<file path="src/verilog/keccak_macros.svh">
// shared constants for the sha3-256 core.
// lane geometry, round count and the sha3-256 rate/digest sizes.

`ifndef KECCAK_MACROS_SVH
`define KECCAK_MACROS_SVH

// ~~~~~~~~~~~~~~~~~~~~~~~~~~~~~~~~~~~~~~~~
// keccak-f[1600] geometry
// ~~~~~~~~~~~~~~~~~~~~~~~~~~~~~~~~~~~~~~~~

// bits in one lane.
`define KECCAK_LANE_W 64
// 5 x 5 lanes in the state.
`define KECCAK_LANES 25
// rounds of one permutation.
`define KECCAK_ROUNDS 24

// ~~~~~~~~~~~~~~~~~~~~~~~~~~~~~~~~~~~~~~~~
// sha3-256 sizing
// ~~~~~~~~~~~~~~~~~~~~~~~~~~~~~~~~~~~~~~~~

// rate of 1088 bits, 136 bytes.
`define SHA3_RATE_LANES 17
// capacity is the remaining 8 lanes.
// digest is the low four lanes of the state.
`define SHA3_DIGEST_W 256

`endif
</file>
<file path="src/verilog/sha3_stream_pkg.sv">
// stream-side types.
// message word, byte count, rate block and digest.

`include "keccak_macros.svh"

package sha3_stream_pkg;

    // valid bytes in the last word, 0 to 8.
    typedef logic [3:0] byte_cnt_t;

    // one message word; first message byte in data[7:0].
    // nbytes only counts on the last word, earlier words are full.
    typedef struct packed {
        logic [`KECCAK_LANE_W-1:0] data;
        logic                      last;
        byte_cnt_t                 nbytes;
    } msg_word_t;

    // one padded rate block, lane k at data[64k +: 64].
    typedef struct packed {
        logic [`SHA3_RATE_LANES*`KECCAK_LANE_W-1:0] data;
        logic                                       last;   // final block of message.
    } rate_block_t;

    // digest byte k at bits 8k+7:8k.
    typedef logic [`SHA3_DIGEST_W-1:0] digest_t;

endpackage

</file>
<file path="src/verilog/sha3_digest_out.sv">
// third pipeline stage: one-entry holding register for the digest.

module sha3_digest_out
    import sha3_stream_pkg::*;
(
    input  logic    clk,
    input  logic    reset,
    input  logic    st_valid,
    output logic    st_ready,
    input  digest_t st_digest,
    output logic    digest_valid,
    input  logic    digest_ready,
    output digest_t digest
);

    logic load;

    // take a new digest when empty or when the held one leaves.
    assign st_ready = !digest_valid || digest_ready;
    assign load     = st_valid && st_ready;

    always_ff @(posedge clk) begin
        if (reset) begin
            digest_valid <= 1'b0;
        end else if (load) begin
            digest_valid <= 1'b1;
        end else if (digest_ready) begin
            digest_valid <= 1'b0;   // consumer took it.
        end
    end

    // digest payload, held stable while valid.
    always_ff @(posedge clk) begin
        if (load) digest <= st_digest;
    end

endmodule

</file>
<file path="config.mk">
export PLATFORM = sky130hd
export DESIGN_NAME = sha3_digest_out
export DESIGN_NICKNAME = d
export VERILOG_FILES = /design/src/verilog/sha3_stream_pkg.sv /design/src/verilog/sha3_digest_out.sv
export VERILOG_INCLUDE_DIRS = /design/src /design/src/verilog
export SDC_FILE = /design/constraint.sdc
export NUM_CORES = 1
export LEC_CHECK = 0
export ABC_AREA = 1
export BUFFER_PORTS_ARGS = -buffer_cell sky130_fd_sc_hd__clkbuf_2
export CORE_AREA = 2 2 204 206
export CTS_CLUSTER_SIZE = 14
export DETAILED_ROUTE_END_ITERATION = 10
export DIE_AREA = 0 0 206 208
export MAX_ROUTING_LAYER = met4
export PLACE_DENSITY_LB_ADDON = 0.1
export RECOVER_POWER = 25
export SLEW_MARGIN = 20
export SYNTH_ARGS = -nofsm -noshare
export SYNTH_HDL_FRONTEND = slang
export SYNTH_SLANG_ARGS = --single-unit
export TNS_END_PERCENT = 10
</file>
<file path="constraint.sdc">
create_clock -name clk -period 24.2 [get_ports clk]
set_input_delay 3.63 -clock clk [delete_from_list [all_inputs] [get_ports clk]]
set_output_delay 3.63 -clock clk [all_outputs]
set_load 0.005 [all_outputs]
</file>
==> results of run 1 <==
==> state kept, by name (all words and copies together) (netlist names) <==
name          cells
digest          256
digest_valid      1
==> critical path: stages <==
cell and delay [ns]:
clkbuf_2 0.09, inv_2 0.08, nand2_2 0.06, clkbuf_2 0.12
==> area by class of cell <==
type | instances | area, sq um | area share (%)
timing repair buffer | 521 | 2620 | 21.9
clock buffer | 35 | 748 | 6.27
inverter | 2 | 7.51 | 0.0629
antenna | 2 | 5.00 | 0.0419
multi-input combinational | 3 | 31.3 | 0.262
sequential | 257 | 7710 | 64.6
clock inverter | 18 | 155 | 1.30
tap | 532 | 666 | 5.58
==> routing by layer <==
| layer | up-vias | wire length [microns] |
|---|---|---|
| met3 | 46 | 2790 |
| met2 | 281 | 12300 |
| met1 | 2276 | 7750 |
| li1 | 2184 | - |
| met4 | 0 | 909 |
| met5 | - | 0 |
==> logic make-up after synthesis <==
| family | Yosys count | synth area share, % |
|---|---|---|
| flops | 257 | 99.6 |
| compound gates | 2 | 0.178 |
| buf+inv | 2 | 0.0970 |
| simple gates | 1 | 0.0809 |
==> power breakdown <==
part           switching (mW)  total, mW  internal [mW]  leakage [nW]
clock                   0.175      0.424          0.249         0.438
sequential            0.00669      0.528          0.522          2.48
combinational          0.0328     0.0632         0.0304          2.18
total                   0.214       1.02          0.802          5.10
==> worst max path at each step <==
stage | to | slack (ns)
floorplan | digest[0] | 7.27
global placement | st_ready | 16.59
detailed placement | st_ready | 16.60
CTS | st_ready | 16.60
global route | st_ready | 16.57
finish | st_ready | 16.60
==> cell usage in the layout, fill, tap and decap left out <==
cell,Yosys,routed
a21oi_2,1,1
a21oi_4,0,1
buf_4,0,4
bufinv_16,0,3
clkbuf_1,0,7
clkbuf_16,0,29
clkbuf_2,0,516
clkinv_1,0,10
clkinv_2,0,4
clkinvlp_4,0,1
dfxtp_1,1,1
diode_2,0,2
edfxtp_1,256,256
inv_1,1,1
inv_2,1,1
nand2_2,1,1
==> out/results.ini, run 1 <==
[run_status]
status=complete, no violations

[setup_path]
crit_start=digest_ready
rr_worst_depth=3
worstSetupStartpointType=primary input
regToRegStartpoint=digest_valid
cp_max_fo=2
critPathCaptureType=output pin
reg2reg_to=digest[237]
rrSetupSlack_ns=21.72
critPathKind=primary input to output pin
cp_data_arrival_time_ns=3.97
required_ns=20.57

[timing]
fin_hold_ws_ns=0.562
finalSetupTns_ns=0
slew_violations=0
min_period_over_period_pct=31.4
rsz0062_at_grt=no
slew_headroom_pct=37.3
finalClockSkew_ns=0.0128
tightestPinTransition_ns=0.940
fin_ws_ns=16.60
max_freq_mhz=132
setup_viol=0
timing.final.crit_period_ns=7.60
hold_viol=0

[route]
firstDrtPassIters=4
wl_per_cell_microns=17.4
via_count=4787
drt.antenna.violating_nets=0
via_per_inst=3.49
wirelength_microns=23800
drtIter0Drc=212
drc=0

[cts]
cts-root-buf=clkbuf_16
cts_resized=0
clock_sinks=257
clk_latency_ns=0.55
postCtsHoldBufs=0
cts.htree.levels=1
clock_path_buffers=3
cts_buffers=29
clk_pin_slew_worst_paths_ns=0.06
cts_tree=yes
cts_setup_buffers=0

[synth]
yosys-top-cells-area=edfxtp_1 99%, dfxtp_1 0.26%, a21oi_2 0.11%
synth_most_common_cell=edfxtp_1
async_flop_share_pct=0
avgSynthCellArea_sq_um=29.5
yosysSeqAreaShare_pct=99.6
ys_types=7
synth.largest_area_cell=edfxtp_1
yosys_warnings=0
syn_inst=262
synth_area_sq_um=7730
ys.flop_type=edfxtp_1
synth_edf_count=256
netlist.area_leader.share_pct=99.4
synth.net_count=522
synth-seq-cells=257

[floorplan]
initial_core_util_pct=19.1
die_x_microns=206
die_area_sq_um=42800
rows=74
die_y_microns=208
core_region_area_sq_um=40600
ios=518

[grt]
grt_use_met3_pct=4.64
grt_overflow=0
grt_pass1_vias=4938
grt_pass1_wl_microns=32400
busiest_layer=met2
use_met2_pct=18.7
antenna_found_initial=2
grt_util_all_layers_pct=10.7
met1_usage_pct=10.3
grt_max_degree=72

[finish]
final_cells=1370
design_area_sq_um=11900
syn_to_final_growth_pct=54.3
n_fill_cell=4229
nets=1074
post-route-util_pct=29.4
drive_gt1_share_pct=67.1

[hold_path]
hold-path-cell-count=2
hold_path_startpoint=digest_valid
hp-class=register to register
hold_end=digest_valid

[placed_design]
port_buffers=517
placedCellCount=1315
dp_slack_ns=16.60
hpwl_microns=18300
place_area_sq_um=11000
gp_congestion=0.718

[power]
powerDensity_nw_per_um2=85.1
power.total_mw=1.02
ir_worst_vdd_uv=54.2
leakage_nw=5.10

[flow_run]
drv_cap=0

(Power assumes the default switching activity.)
==> run 2, diff against run 1 <==
--- a/config.mk
+++ b/config.mk
@@ -8,10 +8,10 @@
 export LEC_CHECK = 0
 export ABC_AREA = 1
 export BUFFER_PORTS_ARGS = -buffer_cell sky130_fd_sc_hd__clkbuf_2
-export CORE_AREA = 2 2 204 206
+export CORE_AREA = 2 2 199 201
 export CTS_CLUSTER_SIZE = 14
 export DETAILED_ROUTE_END_ITERATION = 10
-export DIE_AREA = 0 0 206 208
+export DIE_AREA = 0 0 201 203
 export MAX_ROUTING_LAYER = met4
 export PLACE_DENSITY_LB_ADDON = 0.1
 export RECOVER_POWER = 25
==> constraint.sdc (replaced) <==
create_clock -name clk -period 7.5 [get_ports clk]
set_input_delay 1.125 -clock clk [delete_from_list [all_inputs] [get_ports clk]]
set_output_delay 1.125 -clock clk [all_outputs]
set_load 0.005 [all_outputs]
==> run 2 against run 1 <==
  * Global-route usage rose by 0.97 points
  * Critical path type is now primary input to register
  * Die area fell by 4.8%
  * Register-to-register slack got worse by 17 ns
  * Critical endpoint is now digest[218]
  * Clock power rose to 3.4 times the previous value
==> out/results.ini, run 2 (synthesized netlist as in run 1, its figures left out) <==
[timing]
tightestPinTransition_ns=0.845
slew_violations=0
max_freq_mhz=369
finalSetupTns_ns=0
min_period_over_period_pct=36.1
slew_headroom_pct=43.7
timing.final.crit_period_ns=2.71
finalClockSkew_ns=0.00683
setup_viol=0
hold_viol=0
rsz0062_at_grt=no

[finish]
top_register=digest
largest_reg_flops=256
final_cell_mix=514 x clkbuf_2, 256 x edfxtp_1, 31 x clkbuf_16
drive_gt1_share_pct=66.7
post-route-util_pct=31.2
final_common_cell=clkbuf_2
syn_to_final_growth_pct=55.1
nets=1074
top_regs=digest x256, digest_valid x1
n_fill_cell=3879

[power]
clock_power_share_pct=43.3
swShare_pct=20.8
combinationalPowerShare_pct=6.1
leakage_nw=5.13
ir_worst_vdd_uv=166
p_int_mw=2.67
p_switching_mw=0.700
seqPwrFrac_pct=50.6
powerDensity_nw_per_um2=281

[setup_path]
max_stage_delay_ns=0.79
required_ns=7.68
rr_worst_depth=3
critPathKind=primary input to register
crit_chain=clkbuf_2 > inv_1 > a21oi_4 > buf_4 > buf_4
worstSetupStartpointType=primary input
cp_data_arrival_time_ns=2.89
worst_path_max_delay_cell=buf_4
crit_top_cell=buf_4
cp_max_fo=66
critPathCaptureType=register

[placed_design]
gp_congestion=0.728
port_buffers=517
hpwl_microns=18500

[floorplan]
die_x_microns=201
die_y_microns=203
die_area_sq_um=40800
ios=518
rows=72
core_region_area_sq_um=38500
initial_core_util_pct=20.1

[cts]
clock_path_buffers=3
postCtsHoldBufs=0
cts-root-buf=clkbuf_16
cts_tree=yes
clk_latency_ns=0.55
cts_buffers=30
cts_resized=0
clk_pin_slew_worst_paths_ns=0.06
cts_setup_buffers=0
clock_sinks=257
cts.htree.levels=1

[route]
via_per_inst=3.49
drtIter0Drc=169
drc=0
wirelength_microns=24300
firstDrtPassIters=4
wl_per_cell_microns=17.9
drt.antenna.violating_nets=0
via_count=4734

[grt]
grt_overflow=0
grt_max_degree=134
grt_util_all_layers_pct=11.6
grt_pass1_wl_microns=33500
antenna_found_initial=3
grt_pass1_vias=4897

[run_status]
status=complete, no violations

[flow_run]
drv_cap=0

[hold_path]
hp-class=register to register
hold-path-cell-count=2

## run 2: cell count changes in the layout (fill, tap and decap cells not counted), sizes merged
cell / before / now
diode: 2 / 3
clkinvlp: 1 / 0
bufinv: 3 / 4
clkbuf: 552 / 555
clkinv: 14 / 13
buf: 4 / 3
## run 2: final cells by class
cell class | instances | area (sq um) | area share [%]
clock inverter | 17 | 175 | 1.46
timing repair buffer | 520 | 2620 | 21.8
sequential | 257 | 7710 | 64.2
inverter | 2 | 7.51 | 0.0626
antenna | 3 | 7.51 | 0.0626
clock buffer | 38 | 802 | 6.68
tap | 518 | 648 | 5.40
multi-input combinational | 3 | 31.3 | 0.261
## run 2: stage by stage
stage / instances / hold slack (ns) / total power [mW] / area (sq um) / worst slack [ns]
2_1_floorplan: 262 / 0.527 / 1.78 / 7750 / 1.57
3_3_place_gp: 1300 / 0.523 / 1.95 / 11000 / 4.18
3_5_place_dp: 1300 / 0.540 / 1.95 / 11000 / 4.19
4_1_cts: 1355 / 0.548 / 3.44 / 12000 / 4.80
5_1_grt: 1358 / 0.563 / 3.51 / 12000 / 4.67
6_report: 1358 / 0.542 / 3.37 / 12000 / 4.79
## run 2: power groups by stage
stage / clock [mW] / sequential (mW) / combinational, mW
floorplan: 0 / 1.76 / 0.0261
global placement: 0 / 1.74 / 0.216
detailed placement: 0 / 1.74 / 0.214
CTS: 1.52 / 1.71 / 0.214
global route: 1.57 / 1.71 / 0.226
finish: 1.46 / 1.71 / 0.205
## run 2: path summary, 6_finish.rpt
path,start,to,slack (ns)
max reg2reg,digest_valid,digest[218],5.11
min reg2reg,digest_valid,digest_valid,0.54
min,digest_valid,digest_valid,0.54
max,st_valid,digest[218],4.79
## run 2: critical path: cells and delay by family
| kind | cells | cell delay [ns] |
|---|---|---|
| compound gates | 1 | 0.10 |
| buf+inv | 4 | 1.57 |
## run 2: layer usage
layer / vias up / track usage (%) / share of wire, %
li1: 2186 / - / -
met1: 2222 / 11.9 / 34
met2: 292 / 20.0 / 52
met3: 34 / 5.57 / 12
met4: 0 / 3.10 / 2.3
met5: - / - / 0
